--- src/design/fetch_pkg.sv ---
package fetch_pkg;

  // bus and datapath widths
  localparam int ADDR_W  = 32;
  localparam int INST_W  = 32;
  localparam int COUNT_W = 32;

  typedef logic [ADDR_W-1:0]  addr_t;
  typedef logic [INST_W-1:0]  inst_t;
  typedef logic [COUNT_W-1:0] count_t;

  // sequential fetch step, one word
  localparam addr_t INST_STEP = 32'd4;

  // configuration register byte offsets
  localparam addr_t CFG_CTRL      = 32'h0000_0000;
  localparam addr_t CFG_BOOT      = 32'h0000_0004;
  localparam addr_t CFG_DELIVERED = 32'h0000_0008;
  localparam addr_t CFG_DROPPED   = 32'h0000_000c;

  // one fetched word together with its address
  typedef struct packed {
    addr_t pc;
    inst_t inst;
  } fetch_rsp_t;

  // taken branch seen at decode
  typedef struct packed {
    logic  valid;
    addr_t delay_pc;
    addr_t target;
  } redirect_t;

  typedef struct packed {
    logic  enable;
    addr_t boot_vector;
  } fetch_cfg_t;

  // single cycle event pulses for the counters
  typedef struct packed {
    logic delivered;
    logic dropped;
  } fetch_stat_t;

  typedef enum logic [0:0] {
    WB_IDLE,
    WB_WAIT
  } wb_state_t;

  typedef enum logic [1:0] {
    PC_OFF,
    PC_RUN,
    PC_HOLD_TARGET
  } pc_state_t;

endpackage

--- src/design/fetch_cfg_regs.sv ---
`timescale 1ns/1ps

module fetch_cfg_regs (
  input  logic                   clk,
  input  logic                   reset,
  input  fetch_pkg::addr_t       cfg_adr,
  input  logic [31:0]            cfg_dat_w,
  input  logic                   cfg_we,
  input  logic                   cfg_cyc,
  input  logic                   cfg_stb,
  output logic [31:0]            cfg_dat_r,
  output logic                   cfg_ack,
  input  fetch_pkg::fetch_stat_t stat,
  output fetch_pkg::fetch_cfg_t  cfg
);
  import fetch_pkg::*;

  fetch_cfg_t cfg_q;
  count_t     delivered_q;
  count_t     dropped_q;
  logic       access;

  // one access per strobe, ack follows a cycle later
  assign access = cfg_cyc && cfg_stb && !cfg_ack;
  assign cfg    = cfg_q;

  always_ff @(posedge clk)
  begin
    if (reset)
    begin
      cfg_ack     <= 1'b0;
      cfg_q       <= '0;
      delivered_q <= '0;
      dropped_q   <= '0;
    end
    else
    begin
      cfg_ack     <= access;
      delivered_q <= delivered_q + count_t'(stat.delivered);
      dropped_q   <= dropped_q + count_t'(stat.dropped);
      if (access && cfg_we)
      begin
        case (cfg_adr)
          CFG_CTRL: cfg_q.enable <= cfg_dat_w[0];
          CFG_BOOT: cfg_q.boot_vector <= cfg_dat_w;
          // clears both statistics counters
          CFG_DELIVERED:
          begin
            delivered_q <= '0;
            dropped_q   <= '0;
          end
          default: ;
        endcase
      end
    end
  end

  // read data lines up with ack
  always_ff @(posedge clk)
  begin
    if (access && !cfg_we)
    begin
      case (cfg_adr)
        CFG_CTRL:      cfg_dat_r <= {31'b0, cfg_q.enable};
        CFG_BOOT:      cfg_dat_r <= cfg_q.boot_vector;
        CFG_DELIVERED: cfg_dat_r <= delivered_q;
        CFG_DROPPED:   cfg_dat_r <= dropped_q;
        default:       cfg_dat_r <= '0;
      endcase
    end
  end

  a_single_ack: assert property (@(posedge clk) disable iff (reset) cfg_ack |=> !cfg_ack)
    else $error("cfg_ack held high for two cycles");

endmodule

--- src/design/pc_gen.sv ---
`timescale 1ns/1ps

module pc_gen (
  input  logic                  clk,
  input  logic                  reset,
  input  fetch_pkg::fetch_cfg_t cfg,
  input  logic                  flush,
  input  fetch_pkg::addr_t      flush_vector,
  input  fetch_pkg::redirect_t  redirect,
  input  logic                  room,
  output logic                  req_valid,
  output fetch_pkg::addr_t      req_addr,
  input  logic                  req_ready
);
  import fetch_pkg::*;

  pc_state_t state_q;
  addr_t     pc_q;
  addr_t     target_q;
  logic      xfer;

  // only ask for a word when the buffer can take it
  assign req_valid = (state_q != PC_OFF) && room;
  assign req_addr  = pc_q;
  assign xfer      = req_valid && req_ready;

  always_ff @(posedge clk)
  begin
    if (reset)
    begin
      state_q <= PC_OFF;
      pc_q    <= '0;
    end
    else if (!cfg.enable)
    begin
      state_q <= PC_OFF;
    end
    else if (state_q == PC_OFF)
    begin
      state_q <= PC_RUN;
      pc_q    <= cfg.boot_vector;
    end
    else if (flush)
    begin
      state_q <= PC_RUN;
      pc_q    <= flush_vector;
    end
    else if (redirect.valid && pc_q != redirect.delay_pc)
    begin
      // delay slot already fetched or in flight
      state_q <= PC_RUN;
      pc_q    <= redirect.target;
    end
    else if (redirect.valid)
    begin
      if (xfer)
      begin
        state_q <= PC_RUN;
        pc_q    <= redirect.target;
      end
      else
        state_q <= PC_HOLD_TARGET;
    end
    else if (xfer)
    begin
      // delay slot has gone out, now take the branch
      if (state_q == PC_HOLD_TARGET)
      begin
        state_q <= PC_RUN;
        pc_q    <= target_q;
      end
      else
        pc_q <= pc_q + INST_STEP;
    end
  end

  always_ff @(posedge clk)
  begin
    if (redirect.valid)
      target_q <= redirect.target;
  end

endmodule

--- src/design/imem_wb_master.sv ---
`timescale 1ns/1ps

module imem_wb_master (
  input  logic                  clk,
  input  logic                  reset,
  input  logic                  req_valid,
  input  fetch_pkg::addr_t      req_addr,
  output logic                  req_ready,
  output fetch_pkg::addr_t      imem_adr,
  output logic                  imem_cyc,
  output logic                  imem_stb,
  input  fetch_pkg::inst_t      imem_dat,
  input  logic                  imem_ack,
  output logic                  rsp_valid,
  output fetch_pkg::fetch_rsp_t rsp
);
  import fetch_pkg::*;

  wb_state_t state_q;
  addr_t     adr_q;
  logic      xfer;

  assign req_ready = (state_q == WB_IDLE);
  assign xfer      = req_valid && req_ready;

  // cyc and stb move together in a classic cycle
  assign imem_cyc = (state_q == WB_WAIT);
  assign imem_stb = (state_q == WB_WAIT);
  assign imem_adr = adr_q;

  always_ff @(posedge clk)
  begin
    if (reset)
    begin
      state_q   <= WB_IDLE;
      rsp_valid <= 1'b0;
    end
    else
    begin
      rsp_valid <= imem_cyc && imem_ack;
      case (state_q)
        WB_IDLE: if (xfer) state_q <= WB_WAIT;
        WB_WAIT: if (imem_ack) state_q <= WB_IDLE;
        default: state_q <= WB_IDLE;
      endcase
    end
  end

  always_ff @(posedge clk)
  begin
    if (xfer)
      adr_q <= req_addr;
    if (imem_cyc && imem_ack)
    begin
      rsp.pc   <= adr_q;
      rsp.inst <= imem_dat;
    end
  end

  a_stb_hold: assert property (@(posedge clk) disable iff (reset)
    imem_stb && !imem_ack |=> imem_stb && $stable(imem_adr))
    else $error("imem strobe or address changed before ack");

endmodule

--- src/design/if_id_buffer.sv ---
`timescale 1ns/1ps

module if_id_buffer (
  input  logic                   clk,
  input  logic                   reset,
  input  logic                   rsp_valid,
  input  fetch_pkg::fetch_rsp_t  rsp,
  input  logic                   flush,
  input  fetch_pkg::addr_t       flush_vector,
  input  logic                   id_stall,
  input  logic                   branch_taken,
  input  fetch_pkg::addr_t       branch_target,
  output logic                   room,
  output fetch_pkg::redirect_t   redirect,
  output fetch_pkg::fetch_stat_t stat,
  output logic                   id_valid,
  output fetch_pkg::addr_t       id_pc,
  output fetch_pkg::inst_t       id_inst,
  output logic                   id_in_delay_slot
);
  import fetch_pkg::*;

  logic       started_q;
  addr_t      exp_q;
  logic       jump_pending_q;
  addr_t      jump_target_q;
  logic       skid_valid_q;
  logic       skid_ds_q;
  fetch_rsp_t skid_q;

  logic  consume;
  logic  out_free;
  logic  branch_ok;
  logic  ds_in_skid;
  logic  jump_cur;
  logic  accept;
  addr_t exp_cur;
  addr_t target_cur;

  assign consume  = id_valid && !id_stall;
  assign out_free = !id_valid || consume;
  // a branch sitting in a delay slot is ignored
  assign branch_ok = consume && branch_taken && !id_in_delay_slot && !flush;

  // delay slot already parked in skid, so the target is due next
  assign ds_in_skid = branch_ok && skid_valid_q;
  assign exp_cur    = ds_in_skid ? branch_target : exp_q;
  assign jump_cur   = !ds_in_skid && (branch_ok || jump_pending_q);
  assign target_cur = branch_ok ? branch_target : jump_target_q;

  assign accept = rsp_valid && !flush && (!started_q || rsp.pc == exp_cur);

  // also keep room low while a word is landing in skid
  assign room = !skid_valid_q && !(rsp_valid && id_valid && id_stall);

  assign redirect.valid    = branch_ok;
  assign redirect.delay_pc = id_pc + INST_STEP;
  assign redirect.target   = branch_target;

  assign stat.delivered = consume;
  assign stat.dropped   = rsp_valid && !accept;

  always_ff @(posedge clk)
  begin
    if (reset)
    begin
      started_q        <= 1'b0;
      exp_q            <= '0;
      jump_pending_q   <= 1'b0;
      skid_valid_q     <= 1'b0;
      skid_ds_q        <= 1'b0;
      id_valid         <= 1'b0;
      id_in_delay_slot <= 1'b0;
    end
    else if (flush)
    begin
      started_q        <= 1'b1;
      exp_q            <= flush_vector;
      jump_pending_q   <= 1'b0;
      skid_valid_q     <= 1'b0;
      id_valid         <= 1'b0;
      id_in_delay_slot <= 1'b0;
    end
    else
    begin
      // expected address of the next word in program order
      if (accept)
      begin
        started_q      <= 1'b1;
        jump_pending_q <= 1'b0;
        exp_q          <= jump_cur ? target_cur : rsp.pc + INST_STEP;
      end
      else
      begin
        jump_pending_q <= jump_cur;
        exp_q          <= exp_cur;
      end

      if (out_free)
      begin
        if (skid_valid_q)
        begin
          id_valid         <= 1'b1;
          id_pc            <= skid_q.pc;
          id_inst          <= skid_q.inst;
          id_in_delay_slot <= skid_ds_q || ds_in_skid;
          skid_valid_q     <= accept;
          skid_q           <= rsp;
          skid_ds_q        <= jump_cur;
        end
        else if (accept)
        begin
          id_valid         <= 1'b1;
          id_pc            <= rsp.pc;
          id_inst          <= rsp.inst;
          id_in_delay_slot <= jump_cur;
        end
        else
        begin
          id_valid         <= 1'b0;
          id_in_delay_slot <= 1'b0;
        end
      end
      else if (accept)
      begin
        // decode stalled, park the word
        skid_valid_q <= 1'b1;
        skid_q       <= rsp;
        skid_ds_q    <= jump_cur;
      end
    end
  end

  always_ff @(posedge clk)
  begin
    jump_target_q <= target_cur;
  end

  a_skid_free: assert property (@(posedge clk) disable iff (reset) rsp_valid |-> !skid_valid_q)
    else $error("fetch response arrived with the skid slot full");

endmodule

--- src/design/fetch_unit.sv ---
`timescale 1ns/1ps

module fetch_unit (
  input  logic             clk,
  input  logic             reset,
  // instruction memory, wishbone master
  output fetch_pkg::addr_t imem_adr,
  output logic             imem_cyc,
  output logic             imem_stb,
  input  fetch_pkg::inst_t imem_dat,
  input  logic             imem_ack,
  // configuration, wishbone slave
  input  fetch_pkg::addr_t cfg_adr,
  input  logic [31:0]      cfg_dat_w,
  input  logic             cfg_we,
  input  logic             cfg_cyc,
  input  logic             cfg_stb,
  output logic [31:0]      cfg_dat_r,
  output logic             cfg_ack,
  // decode side
  output logic             id_valid,
  output fetch_pkg::addr_t id_pc,
  output fetch_pkg::inst_t id_inst,
  output logic             id_in_delay_slot,
  input  logic             id_stall,
  input  logic             branch_taken,
  input  fetch_pkg::addr_t branch_target,
  input  logic             flush,
  input  fetch_pkg::addr_t flush_vector
);
  import fetch_pkg::*;

  fetch_cfg_t  cfg;
  fetch_stat_t stat;
  redirect_t   redirect;
  fetch_rsp_t  rsp;
  addr_t       req_addr;
  logic        req_valid;
  logic        req_ready;
  logic        rsp_valid;
  logic        room;

  fetch_cfg_regs i_cfg_regs (
    .clk, .reset, .cfg_adr, .cfg_dat_w, .cfg_we, .cfg_cyc, .cfg_stb,
    .cfg_dat_r, .cfg_ack, .stat, .cfg
  );

  pc_gen i_pc_gen (
    .clk, .reset, .cfg, .flush, .flush_vector, .redirect, .room,
    .req_valid, .req_addr, .req_ready
  );

  imem_wb_master i_imem_wb_master (
    .clk, .reset, .req_valid, .req_addr, .req_ready,
    .imem_adr, .imem_cyc, .imem_stb, .imem_dat, .imem_ack,
    .rsp_valid, .rsp
  );

  // also the source of branch redirects and event pulses
  if_id_buffer i_if_id_buffer (
    .clk, .reset, .rsp_valid, .rsp, .flush, .flush_vector,
    .id_stall, .branch_taken, .branch_target, .room, .redirect, .stat,
    .id_valid, .id_pc, .id_inst, .id_in_delay_slot
  );

endmodule

--- config.mk ---
export PLATFORM = sky130hd
export DESIGN_NAME = fetch_unit
export DESIGN_NICKNAME = d
export VERILOG_FILES = /design/src/design/fetch_pkg.sv /design/src/design/fetch_cfg_regs.sv /design/src/design/pc_gen.sv /design/src/design/imem_wb_master.sv /design/src/design/if_id_buffer.sv /design/src/design/fetch_unit.sv
export SDC_FILE = /design/constraint.sdc
export NUM_CORES = 1
export LEC_CHECK = 0
export BUFFER_PORTS_ARGS = -buffer_cell sky130_fd_sc_hd__buf_2
export CORE_ASPECT_RATIO = 1.1
export CORE_MARGIN = 3
export CORE_UTILIZATION = 50
export CTS_CLUSTER_DIAMETER = 120
export DETAILED_ROUTE_END_ITERATION = 7
export PLACE_DENSITY = 0.73
export SYNTH_ARGS = -nofsm -noshare
export SYNTH_HDL_FRONTEND = slang
export SYNTH_SLANG_ARGS = --single-unit
--- constraint.sdc ---
create_clock -name clk -period 7.1 [get_ports clk]
set_input_delay 1.065 -clock clk [delete_from_list [all_inputs] [get_ports clk]]
set_output_delay 1.065 -clock clk [all_outputs]
set_load 0.01 [all_outputs]
# == After elaboration in Yosys (flattened, before gate mapping) ==
# Index checks and enable logic that the tools add are counted.
# totals
out_inout_bits,133
in_bits,169
elab_cells,146
register_bits,492
# op_classes
eq_ne,7
addsub,5
n_reduce_logical,58
muxes,45
n_bitwise,4
# ops
op,count
$mux W32,20
$mux W64,3
$pmux W32 S4,1
$add A32 B3 Y32 const B,3
$add A32 B1 Y32,2
$eq A32 B4 Y1 const B,2
$eq A32 B3 Y1 const B,1
$eq A32 B32 Y1,1
$logic_not A32 Y1,1
$ne A32 B32 Y1,1
$logic_and A1 B1 Y1,20
$mux W1,16
$reduce_bool A2 Y1,6
$logic_not A1 Y1,11
$reduce_and A2 Y1,5
$reduce_bool A5 Y1,2
$mux W2,4
$reduce_and A4 Y1,2
$reduce_or A5 Y1,1
$logic_or A1 B1 Y1,4
$not A1 Y1,4
$reduce_bool A4 Y1,1
$reduce_or A2 Y1,2
$reduce_and A3 Y1,1
5 further kinds,5

# == Logic depth before layout (Yosys ltp) ==
# Gate-level depths: netlist (run 1).
# depth
ltp_word,15
depth_mapped,20

# == Modules after synthesis ==
# A second synthesis (run 1) with hierarchy kept.
# hier_totals
hier_cells,2239
hier_area_um2,23725.3
# by_module_without_submodules
module,instances,cells_each,seq_area_each_um2,area_each_um2
if_id_buffer,1,975,5245.0,10174.8
fetch_cfg_regs,1,653,2922.8,6148.4
pc_gen,1,506,1641.6,4429.2
imem_wb_master,1,105,2922.8,2972.9

# == Worst setup path before layout (run 1) ==
# OpenSTA, ideal clock, no wires.
# synth_timing
path_type,input-to-reg
startpoint,in flush
endpoint,"reg i_if_id_buffer.skid_q[0] (netlist name), enable pin"
stages,12
slack_ns,-0.585
arrival_time_ns,7.121
required_time_ns,6.535
path_cell_list,nor2_1 -> nand4_1 -> buf_4 -> buf_6 -> a21oi_1 -> o221ai_2 -> a2111oi_2 -> a32o_2 -> buf_6 -> buf_4 -> nor2_1 -> nor3_1
# synth_between
elab_chain_len,9
elab_cells_between_ends,11
classes_between,eq/ne (1); mux (1); bitwise (1); reduce/logical (8)
# synth_lines
item,line_no,source
start: declaration,fetch_unit.sv:28,"input logic flush,"
$logic_not A1 Y1,"if_id_buffer.sv:43, if_id_buffer.sv:51",
$logic_and A1 B1 Y1,if_id_buffer.sv:43,assign branch_ok = consume && branch_taken && !id_in_delay_slot && !flush;
$logic_and A1 B1 Y1,if_id_buffer.sv:46,assign ds_in_skid = branch_ok && skid_valid_q;
$mux W32,if_id_buffer.sv:47,assign exp_cur = ds_in_skid ? branch_target : exp_q;
$eq A32 B32 Y1,if_id_buffer.sv:51,assign accept = rsp_valid && !flush && (!started_q || rsp.pc == exp_cur);
$logic_or A1 B1 Y1,if_id_buffer.sv:51,
$logic_and A1 B1 Y1,if_id_buffer.sv:51,
$reduce_bool A2 Y1 (no line),n/a,
$reduce_and A4 Y1 (no line) *,n/a,
end signal: assignment,if_id_buffer.sv:108,skid_q <= rsp;
end signal: assignment,if_id_buffer.sv:128,skid_q <= rsp;
end: declaration,if_id_buffer.sv:29,fetch_rsp_t skid_q;
# Mark *: on every way between the ends. The rest lies on a longest branch, timed or not.
# A chain may end at the register's enable or synchronous reset.

# == Worst setup path in the final report (run 1) ==
# layout_timing
startpoint,in id_stall
endpoint,reg i_cfg_regs.dropped_q[31]
# layout_between
elab_chain_len,15
# layout_lines
item,line_no,source
start: declaration,fetch_unit.sv:25,"input logic id_stall,"
$logic_not A1 Y1 *,if_id_buffer.sv:40,assign consume = id_valid && !id_stall;
$logic_and A1 B1 Y1 *,if_id_buffer.sv:40,
$logic_and A1 B1 Y1 * (3 in series),if_id_buffer.sv:43,
$logic_and A1 B1 Y1 *,if_id_buffer.sv:46,
$mux W32 *,if_id_buffer.sv:47,
$eq A32 B32 Y1 *,if_id_buffer.sv:51,
$logic_or A1 B1 Y1 *,if_id_buffer.sv:51,
$logic_and A1 B1 Y1 *,if_id_buffer.sv:51,
$logic_not A1 Y1 *,if_id_buffer.sv:61,assign stat.dropped = rsp_valid && !accept;
$logic_and A1 B1 Y1 *,if_id_buffer.sv:61,
$add A32 B1 Y32 *,fetch_cfg_regs.sv:40,dropped_q <= dropped_q + count_t'(stat.dropped);
$mux W32,fetch_cfg_regs.sv:43,case (cfg_adr)
$mux W32 *,fetch_cfg_regs.sv:41,if (access && cfg_we)
end signal: assignment,fetch_cfg_regs.sv:40,
end: declaration,fetch_cfg_regs.sv:20,count_t dropped_q;
# Marks and branches as above.

==> out/qor.yml, run 1 <==
sta:
  final.period_utilization_pct: 65.30
  setup_violations: 0
  finalMaxSlewViolations: 0
  fmax_ghz: 0.2157
  timing.final.ws_setup_ns: 2.464
  hold_ws_ns: 0.4413
  rsz0062_at_grt: "false"
  setup_tns_ns: 0
  max-slew-margin-rel_pct: 14.72
  worst_clock_skew_ns: 0.02228
  min_period_ns: 4.636
  worst_pin_slew_ns: 1.273
  finalHoldViolations: 0
placement:
  port_buffers: 301
  place_ws_ns: 1.998
  hpwl_um: 53970
  place.gp.congestion: 0.9856
setup_path:
  timing.rr.start: "i_if_id_buffer.id_valid"
  cp_cell_sequence: "buf_2 -> nor2b_4 -> nand4_1 -> buf_4 -> mux2i_1 -> o22ai_1 -> a2111oi_2 -> a32o_2 -> a21oi_1 -> ha_1 -> nand3_1 -> nor2_1 -> nand2_1 -> nor3_1 -> nand3_1 -> or3_1 -> a21oi_1"
  end_kind: "register"
  crit_slowest_cell: "buf_4"
  crit_start: "id_stall"
  arrival_ns: 5.15
  critPathMaxStageDelay_ns: 0.52
  start_kind: "primary input"
  crit_required_ns: 7.62
  path_class: "primary input to register"
  worst-path-max-fanout: 37
pwr:
  power.internal_uw: 4706
  ir_drop_v: 0.0001891
  pwr-share-comb_pct: 3.3
  p_seq_share_pct: 50.5
  pwr-share-clk_pct: 46.2
  swShare_pct: 21.37
  power_density_nw_per_um2: 225.0
  switchingPower_uw: 1279
  p_leak_uw: 0.009584
outcome:
  outcome: "completed"
drt:
  drc: 0
  wl_um: 75260
  drtIter0Drc: 2003
  num_vias: 18644
  dr.pass1.iters: 6
  wl_per_cell_um: 24.71
  final_antenna_net_count: 0
  viasPerCell: 6.121
yosys:
  synth.net_count: 2349
  syn_avg_cell_area_um2: 10.55
  yosys_warnings: 0
  netlist_area_um2: 22930
  synthArstFlopShare_pct: 0
  synth-seq-cells: 492
  synth_cells: 2173
  synth_top_area_share_pct: 37.71
  synth.most_common_cell: "nand2_1"
  synth-edff-count: 288
  ys_top_cells_by_count: "nand2_1 (305), edfxtp_1 (288), dfxtp_1 (204), nor2_1 (177), xnor2_1 (96)"
  ys_types: 88
  ys_seq_area_share_pct: 55.52
  synth_ff_type: "edfxtp_1"
  synth_top_area_cell: "edfxtp_1"
  yosys-top-cells-area: "edfxtp_1 (38%), dfxtp_1 (18%), nand2_1 (5.0%)"
clock_tree:
  cts_tree: "built"
  insertion_delay_ns: 0.60
  path_clk_slew_ns: 0.06
  cts_root_buffer: "clkbuf_16"
  cts_setup_buffers: 0
  htreeDepth: 2
  numCtsBuffers: 50
  ctsHoldBuffers: 0
  clkSinkCount: 492
  clock_path_buffers: 3
  post_cts_resized: 0
layout:
  syn2layout_area_growth_pct: 16.00
  final_nets: 2597
  layout-drive-gt1-share_pct: 22.75
global_route:
  grt_antenna_before_repair: 4
  grt_pass1_vias: 18324
  grtUsageTotal_pct: 30.29
  grt_overflow_total: 0
  grt_max_degree: 83
  grt_pass1_wl_um: 112600
die:
  initial_core_util_pct: 51.07
  fp.dieW_um: 210.2
  core_um2: 44900
  die_y_um: 230.6
  ios: 302
  dieArea_um2: 48470
  fp-row-count: 81
hold_path:
  hold_path.class: "register to register"
  hp-start: "i_imem_wb_master.imem_adr[28]"
flow_run:
  cap_violations: 0
-- cell type report --
type                    count  area (µm²)
fillers                  3764       18300
flip-flops and latches    492       12740
diodes                      3       7.507
inverters                  50       187.7
multi-input cells        1498        9484
repair buffers            329        1732
clock buffers              63        1438
clock inverters            30       287.8
well taps                 581       726.9
-- routing by layer --
layer	part of all wire (%)	global-route usage, %	vias to the layer above
li1	-	-	8424
met1	41	41.78	9081
met2	46	47.70	957
met3	8.5	5.246	176
met4	4.3	12.35	6
met5	0.049	0	-
-- critical path, delay by kind of cell --
| family | cells | cell delay, ns |
|---|---|---|
| fa+ha+maj | 1 | 0.31 |
| compound gates | 5 | 1.20 |
| buf+inv | 2 | 0.65 |
| simple gates | 8 | 1.70 |
| mux | 1 | 0.20 |
-- kinds of logic (layout without fill, tap and decap cells) --
family          after synthesis  after routing  synth area share [%]
simple gates                787            787                 16.06
flops                       492            492                 55.52
fa+ha+maj                     7              7                0.3819
xor+xnor                    166            166                 6.406
compound gates              410            410                 12.04
mux                         128            128                 6.149
other cells                   0              3                     0
buf+inv                     183            472                 3.437
-- layout by cell type (no fill, tap or decap), types with 7 or more instances in the layout --
master,Yosys,final
nand2_1,305,305
buf_2,19,300
edfxtp_1,288,288
dfxtp_1,204,203
nor2_1,177,175
xnor2_1,96,96
a21oi_1,95,95
mux2_2,93,93
xor2_1,69,69
o21ai_0,68,68
nand3_1,67,66
clkbuf_16,0,56
inv_1,48,48
a211oi_1,46,46
nor3_1,42,40
nand4_1,37,37
a22oi_1,36,36
mux2i_1,34,34
o211ai_1,31,31
and3_1,29,29
buf_4,6,28
nor4_1,25,24
o22ai_1,23,23
or2_2,21,21
or3_1,19,19
a311oi_1,19,19
a31oi_1,17,17
and4_1,14,14
clkinv_2,0,12
nor2b_1,11,10
o221ai_1,8,8
nand2b_1,8,7
ha_1,7,7
-- sequential cells by signal, summed over array words and instances, names as in the netlist, 2 cells and up --
signal	count
i_cfg_regs.cfg	33
i_imem_wb_master.imem_adr	32
i_if_id_buffer.jump_target_q	32
i_pc_gen.state_q	2
i_if_id_buffer.exp_q	32
i_imem_wb_master.rsp	64
i_cfg_regs.dropped_q	32
i_cfg_regs.cfg_dat_r	32
i_if_id_buffer.id_pc	32
i_pc_gen.req_addr	32
i_pc_gen.target_q	32
i_if_id_buffer.id_inst	32
i_if_id_buffer.skid_q	64
i_cfg_regs.delivered_q	32
-- power by group through the flow --
| stage | Clock, µW | Sequential, µW | Combinational [µW] |
|---|---|---|---|
| 2_1_floorplan | 0 | 3080 | 81.8 |
| 3_3_place_gp | 0 | 3080 | 192 |
| 3_5_place_dp | 0 | 3080 | 194 |
| 4_1_cts | 2800 | 3020 | 195 |
| 5_1_grt | 2910 | 3020 | 209 |
| 6_report | 2760 | 3020 | 198 |
-- final timing paths --
kind                               to  slack (ns)  cells past startpoint
min reg2reg  i_imem_wb_master.rsp[60]        0.44                      0
min          i_imem_wb_master.rsp[60]        0.44                      0
max reg2reg  i_cfg_regs.dropped_q[31]        2.64                     16
max          i_cfg_regs.dropped_q[31]        2.46                     17
-- per-stage QoR --
stage / cells / utilization (%) / power, µW / instance area [µm²]
finish: 3046 / 59.25 / 5984 / 26600
global route: 3043 / 59.23 / 6144 / 26590
CTS: 3043 / 59.23 / 6016 / 26590
detailed placement: 2950 / 55.39 / 3277 / 24870
global placement: 2950 / 55.39 / 3276 / 24870
floorplan: 2173 / - / 3166 / 22940
Note: power is estimated with default switching activity, not from simulation.
==> run 2: changes to the inputs <==
PLACE_DENSITY = 0.71   (was 0.73)
clock period = 4.4 ns   (was 7.1 ns; I/O delays follow)
==> run 2 against run 1 <==
Routed wire length rose by 1.9%. First-iteration DRC count increased by 3.0%. Non-clock buffer count increased by 42. Critical path type is now register to register. Via count rose by 0.97%. Critical endpoint unchanged. Highest routed layer unchanged.
==> out/qor.yml, run 2 (synthesis gave the netlist of run 1 again) <==
outcome:
  outcome: "completed"
global_route:
  grt_overflow_total: 0
  grt_max_degree: 79
  grt_pass1_vias: 18501
  grtUsageTotal_pct: 30.94
  grt_pass1_wl_um: 114600
  grt_antenna_before_repair: 3
placement:
  place.gp.congestion: 1.034
  port_buffers: 301
  hpwl_um: 55840
  dp_cells: 2992
  post_dp_cell_area_um2: 25240
pwr:
  switchingPower_uw: 2057
  pwr-share-clk_pct: 44.6
  power_density_nw_per_um2: 350.1
  swShare_pct: 21.89
  ir_drop_v: 0.0002961
  pwr-share-comb_pct: 3.5
  p_seq_share_pct: 51.9
  finalPower_uw: 9401
  p_leak_uw: 0.009759
  power.internal_uw: 7344
sta:
  final.period_utilization_pct: 90.61
  worst_pin_slew_ns: 1.070
  finalHoldViolations: 0
  finalMaxSlewViolations: 0
  max-slew-margin-rel_pct: 28.70
  rsz0062_at_grt: "false"
  setup_tns_ns: 0
  worst_clock_skew_ns: 0.01508
  fmax_ghz: 0.2508
  setup_violations: 0
  min_period_ns: 3.987
flow_run:
  cap_violations: 0
drt:
  viasPerCell: 6.092
  drc: 0
  wl_um: 76670
  drtIter0Drc: 2063
  num_vias: 18825
  final_antenna_net_count: 0
  wl_per_cell_um: 24.81
  dr.pass1.iters: 6
setup_path:
  crit_required_ns: 4.92
  start_kind: "register"
  arrival_ns: 4.51
  end_kind: "register"
  worst-path-max-fanout: 7
  path_class: "register to register"
  r2r_cells: 16
die:
  fp.dieW_um: 210.2
  dieArea_um2: 48470
  core_um2: 44900
  ios: 302
  initial_core_util_pct: 51.07
  die_y_um: 230.6
  fp-row-count: 81
clock_tree:
  ctsHoldBuffers: 0
  path_clk_slew_ns: 0.07
  numCtsBuffers: 50
  cts_setup_buffers: 0
  cts_root_buffer: "clkbuf_16"
  insertion_delay_ns: 0.60
  post_cts_resized: 0
  htreeDepth: 2
  clock_path_buffers: 3
  clkSinkCount: 492
  cts_tree: "built"
hold_path:
  holdPathStages: 1
  hold_path.class: "primary input to register"
layout:
  layout-drive-gt1-share_pct: 23.64
  final_core_util_pct: 59.82
  stdcell_count: 3090
  layout_commonest_cell: "nand2_1"
  final_cell_area_um2: 26860
  mostFrequentLayoutCells: "nand2_1 (305), buf_2 (300), edfxtp_1 (288)"
  final_nets: 2639
  syn2layout_area_growth_pct: 17.12
  n_fill_cell: 3786
## run 2: cell type report
cell class	instances	area, µm²	share of cell area (%)
timing repair buffer	371	2110	7.855
multi-input combinational	1498	9484	35.31
clock inverter	29	201.4	0.7501
antenna	5	12.51	0.04659
inverter	50	187.7	0.6988
sequential	492	12740	47.42
clock buffer	64	1398	5.204
tap	581	726.9	2.707
## run 2: worst paths after layout
path	endpoint	slack, ns	start
setup reg to reg	i_cfg_regs.dropped_q[31]	0.41	i_imem_wb_master.rsp[35]
setup / recovery	i_cfg_regs.dropped_q[31]	0.41	i_imem_wb_master.rsp[35]
hold reg to reg	i_imem_wb_master.rsp[32]	0.44	i_imem_wb_master.imem_adr[0]
hold / removal	i_imem_wb_master.rsp[17]	0.24	imem_dat[17]
## run 2: per-stage QoR
step	hold slack, ns	setup slack (ns)
3_3_place_gp	0.4259	0.2600
2_1_floorplan	0.4029	0.02553
5_1_grt	0.2164	0.1902
3_5_place_dp	0.4288	0.1640
6_report	0.2386	0.4130
4_1_cts	0.2126	0.4678
## run 2: layer usage
layer	vias to the layer above	global-route usage (%)	part of all wire [%]	wire (µm)
met3	189	5.545	9.1	7003
met1	9119	42.27	41	31260
met5	-	0	0.044	34
met2	998	48.90	46	34920
li1	8515	-	-	-
met4	4	12.88	4.5	3452
## run 2: power groups by stage
stage / combinational (µW) / sequential (µW) / clock (µW)
3_5_place_dp: 320 / 4980 / 0
5_1_grt: 345 / 4880 / 4430
3_3_place_gp: 317 / 4980 / 0
6_report: 328 / 4880 / 4200
2_1_floorplan: 132 / 4980 / 0
4_1_cts: 322 / 4880 / 4240
## run 2: critical path, cell delays in order, from the launching register on
cell and delay, ns:
edfxtp_1 0.45, buf_4 0.21, xor2_1 0.45, nor4_1 0.19
a31oi_1 0.29, nor4_1 0.08, a32o_2 0.28, a21oi_1 0.29
ha_1 0.25, nand3_1 0.15, nor2_1 0.17, nand2_1 0.11
nor3_1 0.14, buf_4 0.15, nand3_1 0.15, or3_1 0.38
a21oi_1 0.14
==> run 3: changes to the inputs <==
clock period = 5 ns   (was 4.4 ns; I/O delays follow)
==> run 3 against run 2 <==
Cell count fell by 0.78%. Count of clock-buffer cells in the layout did not move. Cell area fell by 0.55%. Register-to-register slack improved by 0.38 ns. Largest cell class unchanged.
==> out/qor.yml, run 3 (synthesis gave the netlist of run 1 again) <==
outcome:
  outcome: "completed"
hold_path:
  hold_path.class: "primary input to register"
setup_path:
  end_kind: "register"
  crit_required_ns: 5.52
  cp_cell_sequence: "nor2b_4 -> nand4_1 -> buf_12 -> mux2i_1 -> o22ai_1 -> a2111oi_2 -> a32o_2 -> a21oi_1 -> ha_1 -> nand3_1 -> nor2_1 -> nand2_1 -> nor3_1 -> nand3_1 -> or3_1 -> a21oi_1"
  start_kind: "register"
  path_class: "register to register"
  worst-path-max-fanout: 37
  arrival_ns: 4.73
  critPathMaxStageDelay_ns: 0.38
  crit_slowest_cell: "or3_1"
layout:
  final_core_util_pct: 59.49
  stdcell_count: 3066
  syn2layout_area_growth_pct: 16.47
  layout-drive-gt1-share_pct: 23.14
  mostFrequentLayoutCells: "nand2_1 (305), buf_2 (300), edfxtp_1 (288)"
  final_cell_area_um2: 26710
  final_nets: 2614
  layout_commonest_cell: "nand2_1"
die:
  dieArea_um2: 48470
  ios: 302
  die_y_um: 230.6
  initial_core_util_pct: 51.07
  core_um2: 44900
  fp.dieW_um: 210.2
  fp-row-count: 81
drt:
  viasPerCell: 6.120
  num_vias: 18765
  drtIter0Drc: 1987
  final_antenna_net_count: 0
  drc: 0
  wl_per_cell_um: 24.57
  wl_um: 75340
  dr.pass1.iters: 6
sta:
  worst_pin_slew_ns: 1.285
  min_period_ns: 4.211
  setup_tns_ns: 0
  fmax_ghz: 0.2375
  worst_clock_skew_ns: 0.02287
  max-slew-margin-rel_pct: 13.96
  finalMaxSlewViolations: 0
  rsz0062_at_grt: "false"
  hold_ws_ns: 0.3230
  final.period_utilization_pct: 84.22
  setup_violations: 0
  finalHoldViolations: 0
flow_run:
  cap_violations: 0
clock_tree:
  numCtsBuffers: 51
  insertion_delay_ns: 0.60
  post_cts_resized: 0
  cts_tree: "built"
  path_clk_slew_ns: 0.06
  clock_path_buffers: 3
  cts_root_buffer: "clkbuf_16"
  clkSinkCount: 492
  htreeDepth: 2
  ctsHoldBuffers: 0
  cts_setup_buffers: 0
pwr:
  power_density_nw_per_um2: 315.5
  p_leak_uw: 0.009663
  ir_drop_v: 0.0002218
global_route:
  grt_overflow_total: 0
  grt_max_degree: 82
  use_met1_pct: 41.54
  grt_antenna_before_repair: 6
  grt_pass1_vias: 18430
  grt_pass1_wl_um: 113100
  met3_usage_pct: 5.246
  grtUsageTotal_pct: 30.49
  grtUsageMet2_pct: 47.35
  busiest_layer: "met2"
placement:
  port_buffers: 301
  dp_cells: 2966
  place.gp.congestion: 0.9976
  hpwl_um: 54290
  post_dp_cell_area_um2: 25020
-- run 3: cell type report --
cell class              count  area, µm²
fillers                  3810      18190
flip-flops and latches    492      12740
multi-input cells        1498       9478
repair buffers            345       1889
clock buffers              64       1375
well taps                 581      726.9
clock inverters            32      304.0
inverters                  50      187.7
diodes                      4      10.01
-- run 3: path summary, 6_finish.rpt --
path / from / to / slack, ns / depth (start not counted)
setup / recovery: i_if_id_buffer.id_valid / i_cfg_regs.dropped_q[31] / 0.79 / 16
hold / removal: imem_dat[26] / i_imem_wb_master.rsp[26] / 0.32 / 1
setup reg to reg: i_if_id_buffer.id_valid / i_cfg_regs.dropped_q[31] / 0.79 / 16
hold reg to reg: i_if_id_buffer.jump_target_q[13] / i_if_id_buffer.jump_target_q[13] / 0.44 / 2
-- run 3: critical path: cells and delay by family, from the launching register on --
kind | cells | cell delay [ns]
AO/OA/AOI/OAI | 5 | 1.15
AND/OR/NAND/NOR | 8 | 1.88
flip-flops | 1 | 0.37
adder cells (fa/ha/maj) | 1 | 0.29
multiplexers | 1 | 0.16
buffers and inverters | 1 | 0.23
-- run 3: routing by layer --
layer	up-vias	wire length (µm)	part of all wire (%)
li1	8458	-	-
met1	9137	30770	41
met2	951	34200	45
met3	213	6486	8.6
met4	6	3849	5.1
met5	-	35	0.046
-- run 3: stage by stage --
| step | total power, µW | setup WS (ns) |
|---|---|---|
| floorplan | 4496 | 0.5355 |
| global placement | 4650 | 0.4478 |
| detailed placement | 4653 | 0.3575 |
| CTS | 8462 | 0.8093 |
| global route | 8647 | 0.4861 |
| finish | 8425 | 0.7891 |
-- run 3: power breakdown --
part	internal [µW]	switching [µW]
registers	4280	15.3
logic	105	176
clock network	2220	1640
total	6600	1830
